<file path="src/source/obj_tile_rom.sv">
// stand-in graphics ROM: synchronous read of one 16-pixel tile row from an arithmetic pattern
module obj_tile_rom (
    input  logic        clk,
    input  logic [19:0] rom_addr,   // {code, vsub}
    output logic [63:0] rom_data    // pixel k in bits 4k+3:4k
);

    logic [3:0] code_lo;
    logic [3:0] vsub;

    // only the low code nibble matters for the pattern
    assign code_lo = rom_addr[7:4];
    assign vsub    = rom_addr[3:0];

    // pixel k = code[3:0] + vsub + k, mod 16
    always_ff @(posedge clk) begin
        for (int k = 0; k < 16; k++) begin
            rom_data[4*k +: 4] <= code_lo + vsub + 4'(k);   // 0 is transparent
        end
    end

endmodule

</file>
<file path="config.mk">
export PLATFORM = sky130hd
export DESIGN_NAME = obj_tile_rom
export DESIGN_NICKNAME = d
export VERILOG_FILES = /design/src/source/obj_tile_rom.sv
export SDC_FILE = /design/constraint.sdc
export NUM_CORES = 1
export LEC_CHECK = 0
export BUFFER_PORTS_ARGS = -buffer_cell sky130_fd_sc_hd__buf_4
export CORE_UTILIZATION = 35
export DETAILED_ROUTE_END_ITERATION = 7
export PLACE_DENSITY = 0.67
export SYNTH_ARGS = -nofsm -noshare
export SYNTH_HDL_FRONTEND = slang
export SYNTH_SLANG_ARGS = --single-unit
export TNS_END_PERCENT = 50
</file>
<file path="constraint.sdc">
create_clock -name clk -period 4.15 [get_ports clk]
set_input_delay 1.245 -clock clk [delete_from_list [all_inputs] [get_ports clk]]
set_output_delay 1.245 -clock clk [all_outputs]
set_load 0.005 [all_outputs]
</file>
==> key figures <==
Run status
  • Status: finished, final reports clean

Clocking
  • CTS Root Cell: clkbuf_8
  • Post-CTS Setup Inserts: 0
  • PostCTS Resize Cnt: 0
  • Max clock buf depth: 2
  • CTS tree: built
  • Worst-path clk slew: 0.06 ns
  • CTS sink cnt: 30
  • CTS Hold Buffers Added: 0
  • H-Tree Level Count: 2
  • CTS Buf Count: 5

Synthesis
  • Synth unique cells: 20
  • Synth top area share: 42.0%
  • Post-Syn Nets: 137
  • Syn avg cell area: 13.0 µm²
  • Simple-gate share of the synthesized area: 2.19%
  • Area leader, netlist: dfxtp_1
  • FF+latch count, synth: 30
  • Seq/Total Area, Yosys: 42.0%
  • Largest family of logic cells by synthesized area: XOR/XNOR gates
  • Synth Area in Compound Gates: 2.54%
  • Synth Warn #: 0
  • Mux contribution to synthesized area: 0%
  • Mapped Cells: 110
  • Top post-synthesis cells by area: dfxtp_1 42%, xnor3_1 19%, buf_4 18%
  • Post-synthesis xor/xnor area fraction: 26.1%
  • Adder-cell share of the synthesized area: 5.78%
  • Cell Area, Synth: 1430 µm²

Floorplanning
  • Rows: 22
  • Initial Util: 37.6%
  • Die area: 4340 µm²
  • Die Width: 65.9 µm
  • I/O pin count: 85
  • Area of the core: 3800 µm²
  • Die height: 65.9 µm

Setup path
  • Critical Path RT: 4.31 ns
  • Data arrival, critical path: 2.86 ns
  • Critical path launch point type: input port
  • Crit path kind: input port to flop
  • CP cell instances: buf_4 > ha_1 > a21o_1 > a21oi_4 > xnor3_1
  • CP Depth: 5
  • Buf/Inv on CP: 1
  • Crit path max-delay cell type: a21oi_4
  • Max incr delay on CP: 0.58 ns
  • CP delay by family, top: compound AO/OA/AOI/OAI gates
  • Crit end category: flop
  • Critical path peak fanout: 16

GRT
  • Initial antenna violation count: 0
  • Grt total ovfl: 0
  • GRT Total Usage: 11.6%
  • First-pass GRT wire length: 3.52 mm
  • Pin count of the biggest net entering global routing: 17
  • Number of global-route vias before repair: 747

Pwr
  • Pwr Density: 561 nW/µm²
  • VDD IR max: 166 µV
  • Tot Pwr: 1.03 mW
  • Static leakage: 0.996 nW

STA
  • Setup ws final: 1.45 ns
  • Hold slack: 1.31 ns
  • Final hold vios: 0
  • Final Cycle Share: 65.2%
  • Max-slew violations: 0
  • Fmax: 370 MHz
  • Final setup violation count: 0
  • Max_slew headroom: 53.8%
  • Setup tns final: 0 ns
  • RSZ-0062 raised after global routing: no
  • Post-layout min period: 2.70 ns
  • Slew @ Worst Pin: 0.692 ns

Run
  • Max-cap violations: 0

Final layout
  • Final design utilization: 48.6%
  • Most flops, register: rom_data
  • Number of flip-flops in the largest register: 30
  • P&R area growth vs syn: 29.2%
  • Layout cell share with drive strength beyond 1: 54.2%
  • # diodes: 0
  • Biggest regs: rom_data: 30 flops
  • Register area: 601 µm²
  • Multi-input logic area: 523 µm²
  • Fillers: 342
  • Fin cells: 203
  • Fin area: 1850 µm²
  • Final net count: 181

Hold path
  • Min-delay src: rom_addr[4]
  • Hold Crit Depth: 2
  • Endpoint, Worst Hold: rom_data[56]
  • HP Class: input port to flop

Place
  • Placed inst area: 1750 µm²
  • Dpl ws: 1.15 ns
  • Number of port buffers: 72
  • Placer Congestion: 0.655
  • Hpwl dp: 1.73 mm
  • Placed cells: 195

Routing
  • First-pass detailed-route iteration total: 4
  • Post-Route WL: 2.30 mm
  • Avg Vias per Cell: 3.87
  • Initial drt markers: 22
  • # DRC: 0
  • Final ANT Viol Nets: 0
  • WL per Instance: 11.3 µm
  • Via count: 786
metal layers:
layer | global-route usage, % | share of wire, %
met1 | 12.2 | 40
met2 | 18.8 | 49
met3 | 4.66 | 9.2
met4 | 8.15 | 1.9
met5 | 0 | 0
kinds of logic (layout without fill, tap and decap cells):
group                    Yosys count  in the layout
AO/OA/AOI/OAI                      4              4
flip-flops                        30             30
AND/OR/NAND/NOR                    6              6
XOR/XNOR                          22             22
buffers and inverters             42             87
adder cells (fa/ha/maj)            6              6
cell usage after synthesis, drive strengths merged:
cell	count
ha	5
xnor3	12
xor2	3
or2	1
a21boi	1
xnor2	7
a21oi	2
and2	1
buf	36
a21o	1
nor2	2
nor3	1
fa	1
dfxtp	30
and3	1
inv	6
layout by cell type (no fill, tap or decap):
| cell type | netlist | final |
|---|---|---|
| and3_1 | 1 | 1 |
| nor3_1 | 1 | 1 |
| and2_1 | 1 | 1 |
| a21oi_1 | 1 | 1 |
| ha_1 | 5 | 5 |
| xor2_2 | 1 | 1 |
| clkinv_2 | 0 | 1 |
| xor2_1 | 2 | 2 |
| xnor2_1 | 6 | 6 |
| buf_4 | 35 | 73 |
| dfxtp_1 | 30 | 30 |
| clkbuf_8 | 0 | 6 |
| xnor2_2 | 1 | 1 |
| clkbuf_1 | 0 | 1 |
| xnor3_1 | 12 | 12 |
| fa_1 | 1 | 1 |
| inv_1 | 6 | 6 |
| a21o_1 | 1 | 1 |
| a21oi_4 | 1 | 1 |
| nor2_1 | 2 | 2 |
| a21boi_1 | 1 | 1 |
| or2_2 | 1 | 1 |
cell type report:
class / count / area share (%)
Tap cell: 48 / 3.25
Timing Repair Buffer: 73 / 29.7
Inverter: 6 / 1.22
Clock buffer: 7 / 4.68
Clock inverter: 1 / 0.271
Multi-Input combinational cell: 38 / 28.3
Sequential cell: 30 / 32.5
where the power goes:
| part | switching [mW] | internal, mW | total (mW) |
|---|---|---|---|
| registers | 0.0400 | 0.376 | 0.416 |
| clock network | 0.100 | 0.133 | 0.233 |
| logic | 0.129 | 0.256 | 0.385 |
worst max-delay path by stage:
stage | from | end | slack (ns)
after CTS | rom_addr[1] | rom_data[39] | 1.45
after global routing | rom_addr[1] | rom_data[11] | 1.37
after global placement | rom_addr[0] | rom_data[47] | 1.18
after floorplan | rom_addr[0] | rom_data[26] | 1.43
final | rom_addr[1] | rom_data[39] | 1.45
after detailed placement | rom_addr[1] | rom_data[39] | 1.15
Power figures use the tool's default switching activity.
