$ cat src/source/obj_pkg.sv
// shared widths, scanner states and screen constants for the object line engine; import with obj_pkg::*
package obj_pkg;

    // object table
    typedef logic [9:0]  table_addr_t;  // entry index, 1024 entries
    typedef logic [15:0] table_word_t;  // x, y, code or attr

    // screen geometry
    typedef logic [8:0]  hpos_t;        // pixel column, also the render line
    typedef logic [3:0]  tile_sub_t;    // n, m or vsub inside a tile

    // pixel fields
    typedef logic [2:0]  prio_t;        // x[15:13]
    typedef logic [11:0] pxl_t;         // {prio, palette, colour}

    // table walker states
    typedef enum logic [2:0] {
        idle,       // waiting for a start edge
        fetch,      // table read in flight, then end marker check
        match,      // matcher result ready
        wait_idle,  // hold until the drawer is free
        issue,      // draw strobe is out
        advance     // step to the next entry
    } scan_st_t;

    // visible width, columns at or past this are dropped
    localparam hpos_t screen_w = 9'd384;

endpackage

$ cat src/source/obj_scan.sv
// per-line table walker: finds objects on the render line, expands them into tiles, feeds the drawer
module obj_scan import obj_pkg::*; #(
    parameter int table_depth_log2 = 10
) (
    input  logic                        clk,
    input  logic                        rst,
    input  logic                        start,       // level, edge detected here
    input  logic                        flip,
    input  hpos_t                       vrender,
    // table read port
    output logic [table_depth_log2-1:0] table_addr,
    input  table_word_t                 tbl_x,
    input  table_word_t                 tbl_y,
    input  table_word_t                 tbl_code,
    input  table_word_t                 tbl_attr,
    // matcher
    input  logic                        inzone,
    input  tile_sub_t                   vsub,
    input  table_word_t                 code_mn,
    output tile_sub_t                   n,
    output hpos_t                       vrenderf,
    // drawer request
    output logic                        dr_start,
    output table_word_t                 dr_code,
    output table_word_t                 dr_attr,     // {0, vsub, attr[7:0]}
    output hpos_t                       dr_hpos,
    output prio_t                       dr_prio,
    input  logic                        dr_idle,
    output logic                        scan_busy
);

    scan_st_t  st;
    logic      start_q;
    logic      start_edge;
    logic      fwait;       // first fetch cycle, table data not back yet
    logic      end_mark;
    logic      hflip;
    tile_sub_t tile_n;
    tile_sub_t npos;        // screen column of tile n

    assign start_edge = start & ~start_q;
    assign tile_n     = tbl_attr[11:8];
    assign hflip      = tbl_attr[5];

    // y bit 15 or attr[15:8] all ones ends the list
    assign end_mark = tbl_y[15] | (&tbl_attr[15:8]);

    assign scan_busy = (st != idle) | start_edge;

    always_ff @(posedge clk or posedge rst) begin
        if (rst) begin
            st         <= idle;
            start_q    <= 1'b0;
            fwait      <= 1'b0;
            table_addr <= '0;
            n          <= '0;
            dr_start   <= 1'b0;
        end else begin
            start_q  <= start;
            dr_start <= 1'b0;   // one cycle strobe
            case (st)
                idle: begin
                    table_addr <= '0;
                end
                fetch: begin
                    fwait <= 1'b0;
                    if (!fwait) begin
                        // words valid now, matcher registers them this cycle
                        st <= end_mark ? idle : match;
                    end
                end
                match: begin
                    st <= inzone ? wait_idle : advance;
                end
                wait_idle: begin
                    if (dr_idle) begin  // back-pressure from the drawer
                        dr_start <= 1'b1;
                        st       <= issue;
                    end
                end
                issue: begin
                    if (n == tile_n) begin
                        st <= advance;
                    end else begin
                        n  <= n + 1'b1;
                        st <= match;    // one cycle for code_mn to follow n
                    end
                end
                advance: begin
                    n     <= '0;
                    fwait <= 1'b1;
                    if (&table_addr) begin
                        st <= idle;     // whole table walked
                    end else begin
                        table_addr <= table_addr + 1'b1;
                        st         <= fetch;
                    end
                end
                default: st <= idle;
            endcase
            // new line wins over anything in flight
            if (start_edge) begin
                st         <= fetch;
                fwait      <= 1'b1;
                table_addr <= '0;
                n          <= '0;
                dr_start   <= 1'b0;
            end
        end
    end

    // job fields and line latch
    always_ff @(posedge clk) begin
        if (start_edge) begin
            vrenderf <= vrender ^ {1'b0, {8{flip}}};  // flip mirrors the low 8 bits
        end
        if (st == fetch && !fwait) begin
            npos <= hflip ? tile_n : 4'd0;   // right to left when mirrored
        end
        if (st == issue) begin
            npos <= hflip ? npos - 1'b1 : npos + 1'b1;
        end
        if (st == wait_idle && dr_idle) begin
            dr_code <= code_mn;
            dr_attr <= {4'd0, vsub, tbl_attr[7:0]};
            dr_hpos <= tbl_x[8:0] + {1'b0, npos, 4'd0};
            dr_prio <= tbl_x[15:13];
        end
    end

endmodule

$ cat config.mk
export PLATFORM = sky130hd
export DESIGN_NAME = obj_scan
export DESIGN_NICKNAME = d
export VERILOG_FILES = /design/src/source/obj_pkg.sv /design/src/source/obj_scan.sv
export SDC_FILE = /design/constraint.sdc
export NUM_CORES = 1
export LEC_CHECK = 0
export BUFFER_PORTS_ARGS = -buffer_cell sky130_fd_sc_hd__buf_4
export CAP_MARGIN = 20
export CORE_MARGIN = 1
export CORE_UTILIZATION = 42
export DETAILED_ROUTE_END_ITERATION = 16
export PLACE_DENSITY_LB_ADDON = 0.12
export SYNTH_ARGS = -nofsm -noshare
export SYNTH_HDL_FRONTEND = slang
export SYNTH_SLANG_ARGS = --single-unit
$ cat constraint.sdc
create_clock -name clk -period 7.3 [get_ports clk]
set_input_delay 1.095 -clock clk [delete_from_list [all_inputs] [get_ports clk]]
set_output_delay 1.095 -clock clk [all_outputs]
set_load 0.01 [all_outputs]
==> results.tsv <==
stage	metric	value	unit
run_status	status	complete, no violations	
clock_network	clk_pin_slew	0.07	ns
power	leakage	1.91	nW
flow_run	maxCapViolations	0	
cells_and_area	regArea	2090	um^2
clock_network	cts_max_level	3	
cells_and_area	fillerInstances	624	
clock_network	cts_tree	done	
die	start_util	44.0	%
timing	fin_crit	2.89	ns
power	powerDensity	214	nW/um^2
logic_synthesis	avgSynthCellArea	13.5	um^2
die	die_h	89.9	um
clock_network	cts-resized-gates	0	
placed_design	dp_hpwl	5180	um
placed_design	gp_congestion	0.804	
timing	setup_viol	0	
timing	hold_viol	0	
timing	rsz0062_at_grt	false	
die	io_pins	168	
clock_network	cts_sinks	73	
route	ant_nets	0	
cells_and_area	areaGrowthSynthToFinish	39.1	%
worst_setup_path	arrival	1.79	ns
timing	fmax	0.346	GHz
cells_and_area	antenna_cells	0	
grt	grt_max_degree	29	
worst_setup_path	worstSetupPathType	in2out	
route	vias	2407	
grt	antenna_found_initial	0	
worst_hold_path	hp-class	reg2reg	
grt	grt-ovfl-total	0	
timing	maxSlewHeadroom	48.6	%
logic_synthesis	ys_ff_latch	73	
clock_network	insertion_delay	0.34	ns
logic_synthesis	syn_inst	240	
timing	worstMarginPinSlew	0.769	ns
worst_setup_path	critPathCaptureType	output port	
route	drtIter0Drc	62	
logic_synthesis	synth_ff_type	edfxtp_1	
clock_network	cts_buffers	9	
logic_synthesis	synth_warnings	0	
cells_and_area	multi_input_area	1080	um^2
worst_setup_path	cp-start-kind	input pin	
timing	fin_tns_setup	0	ns
grt	grtUsageTotal	18.6	%
clock_network	post_cts_hold_buffer_count	0	
die	die_area	8080	um^2
die	dieWidth	89.9	um
cells_and_area	fin_area	4510	um^2
logic_synthesis	synthDistinctLibCells	53	
route	post_drt_wl_per_cell	14.9	um
die	core_area	7370	um^2
logic_synthesis	synth_edf_count	53	
logic_synthesis	syn-cell-area	3240	um^2
cells_and_area	final_nets	481	
power	ir_drop	112	uV
grt	grt_pass1_wl	11800	um
logic_synthesis	synth-seq-area-share	64.5	%
timing	clock_skew	0.0128	ns
clock_network	root_buffer	clkbuf_8	
route	viasPerCell	5.06	
timing	post-route-period-util	39.6	%
logic_synthesis	synthArstFlopShare	27.4	%
grt	grt_pass1_vias	2333	
placed_design	placed_area	4310	um^2
route	wl	7100	um
route	dr.pass1.iters	4	
cells_and_area	drive_gt1_share	40.8	%
worst_hold_path	hold_depth	2	
worst_setup_path	cp_max_fo	9	
die	fp-row-count	31	
clock_network	cts_buffer_depth	2	
placed_design	port_buffers	128	
timing	drv_slew	0	
worst_setup_path	required	6.20	ns
clock_network	postCtsSetupRepairBufs	0	
route	drcViolationCount	0	
worst_setup_path	reg2regPathDepth	4	
[final cells by class]
| class | count | area share, % |
|---|---|---|
| sequential | 73 | 46.4 |
| clock inverter | 4 | 1.11 |
| tap | 99 | 2.75 |
| timing repair buffer | 129 | 21.7 |
| multi-input combinational | 151 | 23.9 |
| clock buffer | 12 | 3.44 |
| inverter | 8 | 0.666 |
[cells in the mapped netlist (all sizes together), types with 3 or more instances]
master / count / area [um^2]
a21oi: 11 / 55.1
mux2i: 4 / 40.0
o21ai: 9 / 45.0
dfrtp: 20 / 500
ha: 8 / 100
or4: 3 / 22.5
nor2: 12 / 45.0
nand3: 11 / 55.1
edfxtp: 53 / 1590
clkbuf: 4 / 15.0
inv: 8 / 30.0
nand4: 7 / 58.8
or3: 5 / 31.3
nor2b: 4 / 25.0
nor3: 7 / 40.0
nand2b: 4 / 25.0
nand2: 12 / 47.6
xor2: 15 / 131
o31ai: 4 / 35.0
o211ai: 3 / 22.5
buf: 7 / 45.0
[worst max-delay path: stages]
cell      delay, ns
buf_4          0.11
nand2b_1       0.30
nand2_1        0.12
buf_4          0.17
[sequential cells by signal, indices dropped and copies added (netlist names)]
name        flops
dr_code        16
dr_start        1
npos            4
dr_prio         3
fwait           1
dr_hpos         9
vrenderf        9
table_addr     10
st              3
start_q         1
n               4
dr_attr        12
[kinds of logic (layout without fill, tap and decap cells)]
logic type	after synthesis	in the layout	share of synthesized area (%)
DFF	73	73	64.5
other	1	4	0.116
and+or+nand+nor	74	74	13.6
xor gates and xnor gates	17	17	4.59
AOI/OAI and AO/OA	42	42	8.87
adders and majority gates	10	10	4.32
buffers and inverters	19	153	2.78
muxes	4	4	1.23
[path summary, 6_finish.rpt]
check,start,endpoint,slack (ns)
max,start,scan_busy,4.41
min,fwait$_DFFE_PP0P_,fwait$_DFFE_PP0P_,0.57
max reg2reg,st[1]$_DFFE_PP0P_,table_addr[6]$_DFFE_PP0P_,5.47
min reg2reg,fwait$_DFFE_PP0P_,fwait$_DFFE_PP0P_,0.57
max in group asynchronous,rst,table_addr[5]$_DFFE_PP0P_,5.92
min in group asynchronous,rst,table_addr[4]$_DFFE_PP0P_,0.89
[metrics by stage]
step	hold WS (ns)	setup WS [ns]	power, mW	instances	util [%]
2_1_floorplan	0.517	3.99	0.586	243	-
3_3_place_gp	0.570	4.43	0.648	459	58.2
3_5_place_dp	0.557	4.40	0.653	460	58.4
4_1_cts	0.578	4.40	0.976	476	61.2
5_1_grt	0.634	4.38	1.01	476	61.2
6_report	0.574	4.41	0.966	476	61.2
[per-layer routing]
metal	wire length [um]	GRT usage, %	share of wire [%]
met1	3270	23.9	46
met2	3290	29.6	46
met3	387	4.06	5.5
met4	148	9.68	2.1
met5	0	0	0
[cells in the final DEF, fill, tap and decap left out, types with 2 or more instances in the layout]
master / count
inv_1: 6
xor2_1: 15
o21ai_1: 3
mux2i_1: 4
or4_1: 3
dfrtp_1: 20
nand3_1: 11
edfxtp_1: 53
or3_1: 5
a21o_1: 2
inv_2: 2
nor2_1: 11
xnor2_1: 2
a21oi_1: 11
nor3_1: 6
fa_1: 2
clkbuf_8: 11
nand2_1: 11
buf_4: 128
o21ai_0: 6
nand4_1: 6
conb_1: 4
ha_1: 8
nor2b_1: 4
a31oi_1: 2
nand2b_1: 4
o31ai_1: 3
o211ai_1: 3
[where the power goes]
part	leakage (nW)	internal, mW	switching, mW
combinational	1.06	0.0741	0.0759
sequential	0.752	0.470	0.0232
clock	0.101	0.177	0.146
total	1.91	0.721	0.245
Power figures use the tool's default switching activity.
