===== src/source/obj_pkg.sv =====
// shared widths, scanner states and screen constants for the object line engine; import with obj_pkg::*
package obj_pkg;

    // object table
    typedef logic [9:0]  table_addr_t;  // entry index, 1024 entries
    typedef logic [15:0] table_word_t;  // x, y, code or attr

    // screen geometry
    typedef logic [8:0]  hpos_t;        // pixel column, also the render line
    typedef logic [3:0]  tile_sub_t;    // n, m or vsub inside a tile

    // pixel fields
    typedef logic [2:0]  prio_t;        // x[15:13]
    typedef logic [11:0] pxl_t;         // {prio, palette, colour}

    // table walker states
    typedef enum logic [2:0] {
        idle,       // waiting for a start edge
        fetch,      // table read in flight, then end marker check
        match,      // matcher result ready
        wait_idle,  // hold until the drawer is free
        issue,      // draw strobe is out
        advance     // step to the next entry
    } scan_st_t;

    // visible width, columns at or past this are dropped
    localparam hpos_t screen_w = 9'd384;

endpackage


===== src/source/obj_draw.sv =====
// tile drawer: one 16-pixel row per job, fetched from the ROM and written into the line buffer
module obj_draw import obj_pkg::*; (
    input  logic        clk,
    input  logic        rst,
    // job from the scanner
    input  logic        dr_start,
    input  table_word_t dr_code,
    input  table_word_t dr_attr,    // vsub in 11:8, hflip bit 5, palette 4:0
    input  hpos_t       dr_hpos,
    input  prio_t       dr_prio,
    output logic        dr_idle,
    // graphics ROM
    output logic [19:0] rom_addr,
    input  logic [63:0] rom_data,
    // line buffer write
    output logic        buf_we,
    output hpos_t       buf_addr,
    output pxl_t        buf_pxl
);

    logic        fetch_q;   // ROM address out
    logic        load_q;    // ROM data back
    logic        drawing;
    tile_sub_t   col;
    table_word_t job_code;
    tile_sub_t   job_vsub;
    logic        job_hflip;
    logic [4:0]  job_pal;
    hpos_t       job_hpos;
    prio_t       job_prio;
    logic [63:0] rev;       // ROM row with pixel order reversed
    logic [63:0] row_q;     // current pixel always in the low nibble

    assign rom_addr = {job_code, job_vsub};

    always_comb begin
        for (int k = 0; k < 16; k++) begin
            rev[4*k +: 4] = rom_data[4*(15-k) +: 4];
        end
    end

    always_ff @(posedge clk or posedge rst) begin
        if (rst) begin
            dr_idle <= 1'b1;
            fetch_q <= 1'b0;
            load_q  <= 1'b0;
            drawing <= 1'b0;
            col     <= '0;
        end else begin
            fetch_q <= dr_start & dr_idle;
            load_q  <= fetch_q;
            if (dr_start && dr_idle) begin
                dr_idle <= 1'b0;
            end
            if (load_q) begin
                drawing <= 1'b1;
                col     <= '0;
            end
            if (drawing) begin
                col <= col + 1'b1;
                if (col == 4'd15) begin     // last column written this cycle
                    drawing <= 1'b0;
                    dr_idle <= 1'b1;
                end
            end
        end
    end

    always_ff @(posedge clk) begin
        if (dr_start && dr_idle) begin
            job_code  <= dr_code;
            job_vsub  <= dr_attr[11:8];
            job_hflip <= dr_attr[5];
            job_pal   <= dr_attr[4:0];
            job_hpos  <= dr_hpos;
            job_prio  <= dr_prio;
        end
        if (load_q) begin
            row_q <= job_hflip ? rev : rom_data;
        end else if (drawing) begin
            row_q <= row_q >> 4;
        end
    end

    // column wraps at 512, off-screen and transparent pixels are skipped
    assign buf_addr = job_hpos + {5'd0, col};
    assign buf_we   = drawing && (row_q[3:0] != 4'd0) && (buf_addr < screen_w);
    assign buf_pxl  = {job_prio, job_pal, row_q[3:0]};

endmodule


===== config.mk =====
export PLATFORM = sky130hd
export DESIGN_NAME = obj_draw
export DESIGN_NICKNAME = d
export VERILOG_FILES = /design/src/source/obj_pkg.sv /design/src/source/obj_draw.sv
export SDC_FILE = /design/constraint.sdc
export NUM_CORES = 1
export LEC_CHECK = 0
export BUFFER_PORTS_ARGS = -buffer_cell sky130_fd_sc_hd__buf_2
export CORE_MARGIN = 10
export CORE_UTILIZATION = 45
export DETAILED_ROUTE_END_ITERATION = 8
export MAX_ROUTING_LAYER = met4
export PLACE_DENSITY = 0.76
export SYNTH_ARGS = -nofsm -noshare
export SYNTH_HDL_FRONTEND = slang
export SYNTH_SLANG_ARGS = --single-unit

===== constraint.sdc =====
create_clock -name clk -period 5.85 [get_ports clk]
set_input_delay 0 -clock clk [delete_from_list [all_inputs] [get_ports clk]]
set_output_delay 0 -clock clk [all_outputs]
set_load 0.02 [all_outputs]

==> flow_metrics.tcl, run 1 <==
set metrics [dict create \
    core_sq_um 10800 \
    die_w_microns 125 \
    timing.final.crit_share_pct 44.1 \
    cp_cell_sequence "nor2_1 -> inv_2 -> buf_4" \
    rsz0062_at_grt "no" \
    layout_commonest_cell "buf_2" \
    htreeDepth 3 \
    cts_inserted_buffers 9 \
    ant_nets 0 \
    max_stage_delay_ps 1150 \
    ios 154 \
    vias 3488 \
    path_class "reg2reg" \
    post-dp-hpwl_microns 8150 \
    synth_seq_area_share_pct 65.4 \
    swShare_pct 31.0 \
    cp-end-kind "register" \
    worst_pin_slew_ps 1150 \
    finalSetupTns_ps 0 \
    layout_min_cycle_time_ps 2580 \
    ys_warn_count 0 \
    crit_slowest_cell "dfrtp_4" \
    r2r-end "row_q[45]" \
    worst-r2r-setup-slack_ps 3270 \
    synth_cells 374 \
    p_seq_share_pct 57.3 \
    start_kind "register" \
    cts.sink_count 110 \
    grt_max_degree 126 \
    nNetsFinal 667 \
    worstReg2RegStart "load_q" \
    p_int_mw 1.62 \
    synth_area_per_cell_sq_um 13.3 \
    grt_pass1_wl_microns 19400 \
    clkSlewWorstSetupHoldPaths_ps 90 \
    p_sw_uw 729 \
    syn-cell-area_sq_um 4990 \
    drive_gt1_share_pct 30.2 \
    async_flop_share_pct 7.27 \
    drt_pass1_iterations 4 \
    synth_seq_cells 110 \
    post_cts_buffers 0 \
    synth_flop_cell "edfxtp_1" \
    clock_skew_ps 8.55 \
    die_area_sq_um 15700 \
    power_frac_comb_pct 26.6 \
    endpoint "row_q[45]" \
    cts_hold_buf 40 \
    place_congestion 0.778 \
    relSlewSlack_pct 23.1 \
    setup_viol 0 \
    insertedDiodeCount 0 \
    cp.arrival_ps 2580 \
    leakage_nw 2.70 \
    synth_cell_types 34 \
    num_rows 38 \
    power_density_nw_per_um2 373 \
    required_ps 5850 \
    cts_root_buffer "clkbuf_8" \
    area_delta_synth_final_pct 26.4 \
    cts_tree "done" \
    routed_wl_microns 12000 \
    grtUsageTotal_pct 15.7 \
    min_path_type "in2reg" \
    mostFrequentLayoutCells "147 x buf_2, 102 x edfxtp_1, 65 x mux2i_1" \
    grt-ovfl-total 0 \
    drtIter0Drc 212 \
    status "finished clean" \
    max_cap_viol_count 0 \
    cts_resized 0 \
    p_clk_share_pct 16.1 \
    antenna_found_initial 0 \
    wl_per_cell_microns 17.4 \
    syn-num-nets 491 \
    synth_edf_count 102 \
    clockBufferDepth 2 \
    drcViolationCount 0 \
    report.final.slew_viol_count 0 \
    placed_cells 639 \
    worstSkewPairLatency_ps 370 \
    r2r_cells 3 \
    portBuffers 147 \
    max-vdd-ir-drop_uv 255 \
    startpoint "load_q" \
    via_per_inst 5.03 \
    worstHoldPathCells 3 \
    fin_hold_ws_ps 20.9 \
    worstPathMaxFanout 125 \
    fin_cells 693 \
    start_util_pct 46.1 \
    hold_violations 0 \
    grt_pass1_vias 3767 \
    max_freq_mhz 387 \
    die_h_microns 125 \
]
==> power groups by stage <==
| stage | clock [mW] | combinational [mW] | sequential [mW] |
|---|---|---|---|
| floorplan | 0 | 0.439 | 1.33 |
| global placement | 0 | 0.586 | 1.36 |
| detailed placement | 0 | 0.609 | 1.36 |
| CTS | 0.386 | 0.636 | 1.35 |
| global route | 0.424 | 0.714 | 1.38 |
| finish | 0.380 | 0.625 | 1.35 |
==> metal layers <==
metal	GRT usage, %	share of wire, %
met1	17.3	41
met2	27.5	54
met3	2.75	3.4
met4	6.17	2.0
met5	-	0
==> state kept, by name (all words and copies together), names as in the netlist <==
register / cells
job_pal: 5
fetch_q: 1
row_q: 64
job_hflip: 1
load_q: 1
job_vsub: 4
drawing: 1
job_hpos: 9
job_prio: 3
job_code: 16
col: 4
dr_idle: 1
==> cell families (layout without fill, tap and decap cells) <==
family | count (synthesis) | after routing | synth area share [%]
AO/OA/AOI/OAI | 77 | 77 | 8.50
XOR/XNOR | 5 | 5 | 0.877
adder cells (fa/ha/maj) | 6 | 6 | 1.65
buffers and inverters | 28 | 207 | 3.51
flip-flops | 110 | 110 | 65.4
multiplexers | 66 | 66 | 13.3
AND/OR/NAND/NOR | 82 | 82 | 6.82
==> critical path, delay by kind of cell (launching register included) <==
| kind | cells | cell delay (ps) |
|---|---|---|
| flops | 1 | 1150 |
| buf+inv | 2 | 730 |
| simple gates | 1 | 280 |
==> synthesized netlist by cell type, types with 2 or more instances <==
cell type  number  area (sq um)
a21oi_1        64           320
and2_1          2          12.5
buf_2           2          10.0
buf_4           6          45.0
buf_6           6          67.6
clkbuf_1       11          41.3
dfrtp_1         7           175
edfxtp_1      102          3060
ha_1            5          62.6
inv_1           3          11.3
mux2i_1        65           651
nand2_1         4          15.0
nand3_1         3          15.0
nand4_1         2          12.5
nor2_1         64           240
nor2b_1         5          31.3
o21ai_0         2          10.0
o21ai_1         2          10.0
xnor2_1         2          17.5
xor2_1          3          26.3
==> through the flow <==
step                utilization [%]  setup WS (ps)  power [mW]  cell area, sq um
global placement               53.2           3300        1.94              5770
detailed placement             53.2           3250        1.97              5770
CTS                            58.2           3240        2.37              6310
floorplan                         -           3630        1.77              4990
global route                   58.2           3020        2.52              6310
finish                         58.2           3270        2.35              6310
==> layout make-up <==
type / count / area [sq um]
fill: 887 / 4530
sequential: 110 / 3270
multi-input combinational: 236 / 1550
timing repair buffer: 190 / 1160
tap: 140 / 175
clock buffer: 10 / 128
clock inverter: 4 / 16.3
inverter: 3 / 11.3
==> worst min-delay path by stage <==
stage                       startpoint        end  slack, ps
final                     rom_data[62]  row_q[62]         20
after global routing      rom_data[61]  row_q[61]         10
after CTS                 rom_data[30]  row_q[30]          9
after detailed placement           rst    fetch_q        -50
after global placement             rst    fetch_q        -50
after floorplan                    rst     col[0]       -190
Note: power is estimated with default switching activity, not from simulation.
==> inputs of run 2 (changes only) <==
==> constraint.sdc (replaced) <==
create_clock -name clk -period 2.55 [get_ports clk]
set_input_delay 0 -clock clk [delete_from_list [all_inputs] [get_ports clk]]
set_output_delay 0 -clock clk [all_outputs]
set_load 0.02 [all_outputs]
==> run 2 against run 1 <==
First-iteration DRC count is 6.1% higher. Register-to-register slack lost 2500 ps. Setup slack worse by 2900 ps. Clock-buffer cell count decreased by 1.
==> flow_metrics.tcl, run 2 (synthesis results as in run 1) <==
set metrics [dict create \
    cts_inserted_buffers 9 \
    place_congestion 0.785 \
    num_rows 38 \
    worst_pin_slew_ps 781 \
    crit_slowest_cell "dfrtp_1" \
    hold_violations 0 \
    worstSkewPairLatency_ps 360 \
    placed_area_sq_um 5810 \
    layout_min_cycle_time_ps 2160 \
    grt_pass1_wl_microns 18800 \
    fin_cells 699 \
    htreeDepth 3 \
    routed_wl_microns 12000 \
    crit_top_cell "a21oi_1" \
    post-dp-hpwl_microns 8300 \
    antenna_found_initial 1 \
    cp.arrival_ps 2160 \
    post_cts_buffers 0 \
    power_density_nw_per_um2 855 \
    clockBufferDepth 2 \
    placed_cells 642 \
    worstPathMaxFanout 5 \
    die_w_microns 125 \
    drcViolationCount 0 \
    cts_tree "done" \
    highest_layer "met4" \
    ant_nets 0 \
    max_stage_delay_ps 450 \
    path_class "reg2out" \
    clock_skew_ps 10.4 \
    rsz0062_at_grt "no" \
    cp_cell_sequence "ha_1 -> fa_1 -> nand3_1 -> a21oi_1 -> xor2_1 -> a21oi_1 -> buf_2" \
    clkSlewWorstSetupHoldPaths_ps 100 \
    wl_met2_microns 6450 \
    path_delay_family "adder cells" \
    largest_reg_flops 64 \
    via_per_inst 5.05 \
    leakage_nw 2.74 \
    largest_register "row_q" \
    die_h_microns 125 \
    nNetsFinal 670 \
    finalSetupTns_ps 0 \
    status "finished clean" \
    cp-end-kind "output port" \
    start_kind "register" \
    core_sq_um 10800 \
    drive_gt1_share_pct 31.5 \
    max_cap_viol_count 0 \
    drtIter0Drc 225 \
    finalPower_mw 5.46 \
    report.final.slew_viol_count 0 \
    max_freq_mhz 463 \
    reg_top3 "row_q x64, job_code x16, job_hpos x9" \
    grt_pass1_vias 3751 \
    required_ps 2550 \
    vias 3528 \
    timing.final.crit_share_pct 84.7 \
    grtUsageTotal_pct 15.0 \
    setup_viol 0 \
    mostFrequentLayoutCells "147 x buf_2, 102 x edfxtp_1, 65 x mux2i_1" \
    relSlewSlack_pct 47.9 \
    start_util_pct 46.1 \
    cts_root_buffer "clkbuf_8" \
    max-vdd-ir-drop_uv 498 \
    wl_per_cell_microns 17.1 \
    portBuffers 147 \
    grt_max_degree 125 \
    design_area_sq_um 6390 \
    cts.sink_count 110 \
    m1WireLength_microns 4900 \
    ios 154 \
    min_path_type "in2reg" \
    layout_commonest_cell "buf_2" \
    wl_met3_microns 436 \
    critPathBufInv 1 \
    die_area_sq_um 15700 \
    area_delta_synth_final_pct 28.0 \
    cts_resized 0 \
    grt-ovfl-total 0 \
    drt_pass1_iterations 4 \
]
[run 2: cell type report]
class	instances	area (sq um)
well taps	140	175
clock buffers	9	124
inverters	3	11.3
multi-input cells	236	1550
clock inverters	7	48.8
repair buffers	193	1210
fillers	877	4450
flip-flops and latches	110	3270
diodes	1	2.50
[run 2: path summary, 6_finish.rpt]
check / startpoint / endpoint / slack (ps) / cells after the start
setup / recovery: col[0] / buf_we / 390 / 7
hold / removal: rom_data[25] / row_q[25] / 20 / 3
setup reg to reg: drawing / row_q[31] / 780 / 3
hold reg to reg: fetch_q / load_q / 340 / 0
max in group asynchronous: rst / dr_idle / 2150 / 3
min in group asynchronous: rst / load_q / 120 / 3
[run 2: worst reg2reg max path: cells and delay by family (launching register included)]
kind | cells | cell delay [ps]
and+or+nand+nor | 1 | 130
buffers and inverters | 2 | 740
DFF | 1 | 470
[run 2: per-stage QoR]
stage / setup slack, ps / utilization (%) / hold WS (ps)
6_report: 390 / 58.9 / 17.7
4_1_cts: 351 / 58.9 / 6.50
5_1_grt: 280 / 58.9 / 9.81
3_5_place_dp: 779 / 53.6 / -39.8
3_3_place_gp: 834 / 53.6 / -50.3
2_1_floorplan: 326 / - / -185
[run 2: report_power, final]
part	total, mW	leakage, nW	internal [mW]	switching (mW)
Sequential	3.07	1.09	2.84	0.226
Clock	0.941	0.0898	0.359	0.582
Combinational	1.46	1.56	0.548	0.909
[run 2: what timing repair did]
action	CTS	global route
setup endpoints to repair	0	0
endpoints found under the hold margin	47	0
hold buffers	40	0
[run 2: metal layers]
metal | global-route usage [%] | vias up
met1 | 16.3 | 1700
met2 | 26.5 | 75
li1 | - | 1739
met5 | - | -
met3 | 3.30 | 14
met4 | 4.74 | 0
==> inputs of run 3 (changes only) <==
--- a/config.mk
+++ b/config.mk
@@ -5,12 +5,13 @@
 export SDC_FILE = /design/constraint.sdc
 export NUM_CORES = 1
 export LEC_CHECK = 0
+export ABC_AREA = 1
 export BUFFER_PORTS_ARGS = -buffer_cell sky130_fd_sc_hd__buf_2
 export CORE_MARGIN = 10
 export CORE_UTILIZATION = 45
 export DETAILED_ROUTE_END_ITERATION = 8
 export MAX_ROUTING_LAYER = met4
-export PLACE_DENSITY = 0.76
+export PLACE_DENSITY = 0.79
 export SYNTH_ARGS = -nofsm -noshare
 export SYNTH_HDL_FRONTEND = slang
 export SYNTH_SLANG_ARGS = --single-unit
==> constraint.sdc (replaced) <==
create_clock -name clk -period 1.91 [get_ports clk]
set_input_delay 0 -clock clk [delete_from_list [all_inputs] [get_ports clk]]
set_output_delay 0 -clock clk [all_outputs]
set_load 0.02 [all_outputs]
==> run 3 against run 2 <==
The flow now finishes with violations (setup timing). Critical path depth unchanged. Global-route usage up 3.3 points. First-iteration DRC count rose by 69%. Clock-buffer cell count did not move. Via count increased by 24%. Die area is 1.4% lower. Routed wire length grew 22%. Utilization rose by 7.1 points. Sequential power up 38%. Total power is 59% higher. Synthesized area is 1.7% lower. Sequential share of layout area down 5.1 points. Critical path type unchanged. Largest cell class unchanged.
==> flow_metrics.tcl, run 3 <==
set metrics [dict create \
    swShare_pct 33.0 \
    relSlewSlack_pct 73.7 \
    drive_gt1_share_pct 28.1 \
    start_kind "register" \
    cts_root_buffer "clkbuf_8" \
    ios 154 \
    power_density_nw_per_um2 1220 \
    num_rows 38 \
    max-vdd-ir-drop_uv 541 \
    layout_min_cycle_time_ps 2000 \
    syn-cell-area_sq_um 4910 \
    dp_slack_ps 150 \
    ys_top_cells_by_area "edfxtp_1 62%, o21ai_0 7.5%, nand2_1 5.7%" \
    finalSetupTns_ps -181 \
    synth_cells 457 \
    cp.arrival_ps 2000 \
    wl_per_cell_microns 17.4 \
    synth_most_common_cell "edfxtp_1" \
    leakage_nw 2.94 \
    clock_skew_ps 7.95 \
    async_flop_share_pct 7.27 \
    status "finished with violations" \
    worst-r2r-setup-slack_ps 90 \
    ant_nets 0 \
    largest_register "row_q" \
    cp_cell_sequence "ha_4 -> fa_2 -> nand3_2 -> nand2_2 -> and3_4 -> xor2_1 -> buf_4" \
    worst_pin_slew_ps 395 \
    grt_pass1_vias 4297 \
    crit_slowest_cell "dfrtp_1" \
    cts_inserted_buffers 9 \
    worst-path-stages 7 \
    critPathBufInv 1 \
    synth_area_per_cell_sq_um 10.7 \
    routed_wl_microns 14600 \
    area_delta_synth_final_pct 44.6 \
    place_congestion 0.824 \
    max_cap_viol_count 0 \
    vias 4365 \
    placed_cells 720 \
    antenna_found_initial 0 \
    clkSlewWorstSetupHoldPaths_ps 100 \
    min_path_type "in2reg" \
    fin_cells 838 \
    die_h_microns 124 \
    finalPower_mw 8.67 \
    yosys.area.top_type_share_pct 62.4 \
    largest_reg_flops 64 \
    grtUsageTotal_pct 18.2 \
    mostFrequentLayoutCells "141 x buf_2, 102 x edfxtp_1, 98 x dlygate4sd3_1" \
    worstPathMaxFanout 4 \
    design_area_sq_um 7100 \
    r2r_cells 4 \
    drt_pass1_iterations 5 \
    layout_commonest_cell "buf_2" \
    synth_seq_area_share_pct 66.5 \
    p_int_mw 5.80 \
    path_class "reg2out" \
    timing.final.crit_share_pct 105 \
    p_clk_share_pct 18.4 \
    drtIter0Drc 380 \
    cts_tree "done" \
    synth_seq_cells 110 \
    synth_edf_count 102 \
    grt_pass1_wl_microns 22500 \
    insertedDiodeCount 0 \
    synth_common_cells "102 x edfxtp_1, 75 x nand2_1, 74 x o21ai_0, 73 x nor2_1, 53 x o21ai_1" \
    path_delay_family "adder cells" \
    worstSkewPairLatency_ps 380 \
    setup_viol 3 \
    required_ps 1910 \
    synth_top_cell_by_area "edfxtp_1" \
    cp-end-kind "output port" \
    cts.sink_count 110 \
    report.final.slew_viol_count 0 \
    start_util_pct 45.7 \
    post-route-worst-setup-slack_ps -93.5 \
    p_sw_mw 2.86 \
    clockBufferDepth 2 \
    die_area_sq_um 15500 \
    post-dp-hpwl_microns 8700 \
    htreeDepth 3 \
    p_seq_share_pct 48.8 \
    max_freq_mhz 499 \
    via_per_inst 5.21 \
    portBuffers 147 \
    max_stage_delay_ps 440 \
    synth_flop_cell "edfxtp_1" \
    rsz0062_at_grt "yes" \
    ys_warn_count 0 \
    nNetsFinal 810 \
    reg_top3 "row_q x64, job_code x16, job_hpos x9" \
    synth_cell_types 28 \
    die_w_microns 124 \
    grt_max_degree 65 \
    worstHoldPathCells 3 \
    violations "setup timing" \
    power_frac_comb_pct 32.8 \
    hold_violations 0 \
    drcViolationCount 0 \
    core_sq_um 10700 \
    grt-ovfl-total 0 \
    syn-num-nets 574 \
    placed_area_sq_um 5740 \
]
==> run 3: cell count changes after synthesis, moves of 4 or more <==
cell,previous run,this run
nor2_1,64,73
o21ai_0,2,74
clkbuf_2,0,5
a21oi_1,64,2
inv_1,3,8
buf_6,6,0
mux2i_1,65,0
nand2_1,4,75
nor2b_1,5,0
nand3_1,3,7
o21ai_1,2,53
buf_2,2,8
==> run 3: worst register-to-register path: cells and delay by family, from the launching register on <==
family	cells	cell delay (ps)
flip-flops	1	520
buffers and inverters	2	790
AO/OA/AOI/OAI	2	290
==> run 3: layout make-up <==
| type | instances | area [sq um] |
|---|---|---|
| fill | 805 | 3650 |
| tap | 140 | 175 |
| sequential | 110 | 3270 |
| multi-input combinational | 307 | 1520 |
| clock buffer | 9 | 124 |
| timing repair buffer | 255 | 1860 |
| inverter | 10 | 48.8 |
| clock inverter | 7 | 106 |
==> run 3: logic make-up (layout without fill, tap and decap cells) <==
logic type	after synthesis	in the layout	share of synthesized area [%]
XOR/XNOR	5	5	0.892
adder cells (fa/ha/maj)	6	6	1.68
AO/OA/AOI/OAI	132	132	13.6
flip-flops	110	110	66.5
buffers and inverters	40	281	4.05
AND/OR/NAND/NOR	164	164	13.2
==> run 3: worst paths after layout <==
kind                         startpoint          end
max in group asynchronous           rst      dr_idle
min                        rom_data[10]    row_q[54]
max reg2reg                   job_hflip    row_q[28]
max                              col[0]  buf_addr[6]
min in group asynchronous           rst       col[0]
min reg2reg                     fetch_q       load_q
==> run 3: routing by layer <==
metal / wire, microns / part of all wire, % / vias up / GRT usage (%)
li1: - / - / 2071 / -
met2: 7820 / 54 / 169 / 32.0
met1: 5660 / 39 / 2097 / 20.0
met5: 0 / 0 / - / -
met3: 754 / 5.2 / 28 / 3.87
met4: 325 / 2.2 / 0 / 6.31
==> run 3: power groups by stage <==
stage	clock (mW)	sequential [mW]	combinational [mW]
after global routing	1.73	4.30	3.15
after CTS	1.62	4.20	2.68
after global placement	0	4.21	2.28
final	1.59	4.23	2.84
after floorplan	0	4.23	1.61
after detailed placement	0	4.25	2.39
==> run 3: repair_timing <==
item                                    CTS  global route
hold endpoints to repair                 98             1
buffers inserted                          2             2
resized for setup                        10            21
hold buffers                             97             1
endpoints found under the setup margin    5            10
pin swaps                                 6             2
==> run 3: stage by stage <==
step	util (%)	hold slack (ps)
global placement	53.4	-49.5
finish	66.1	16.1
floorplan	-	-185
detailed placement	53.4	-41.4
CTS	65.1	0.208
global route	66.1	13.1
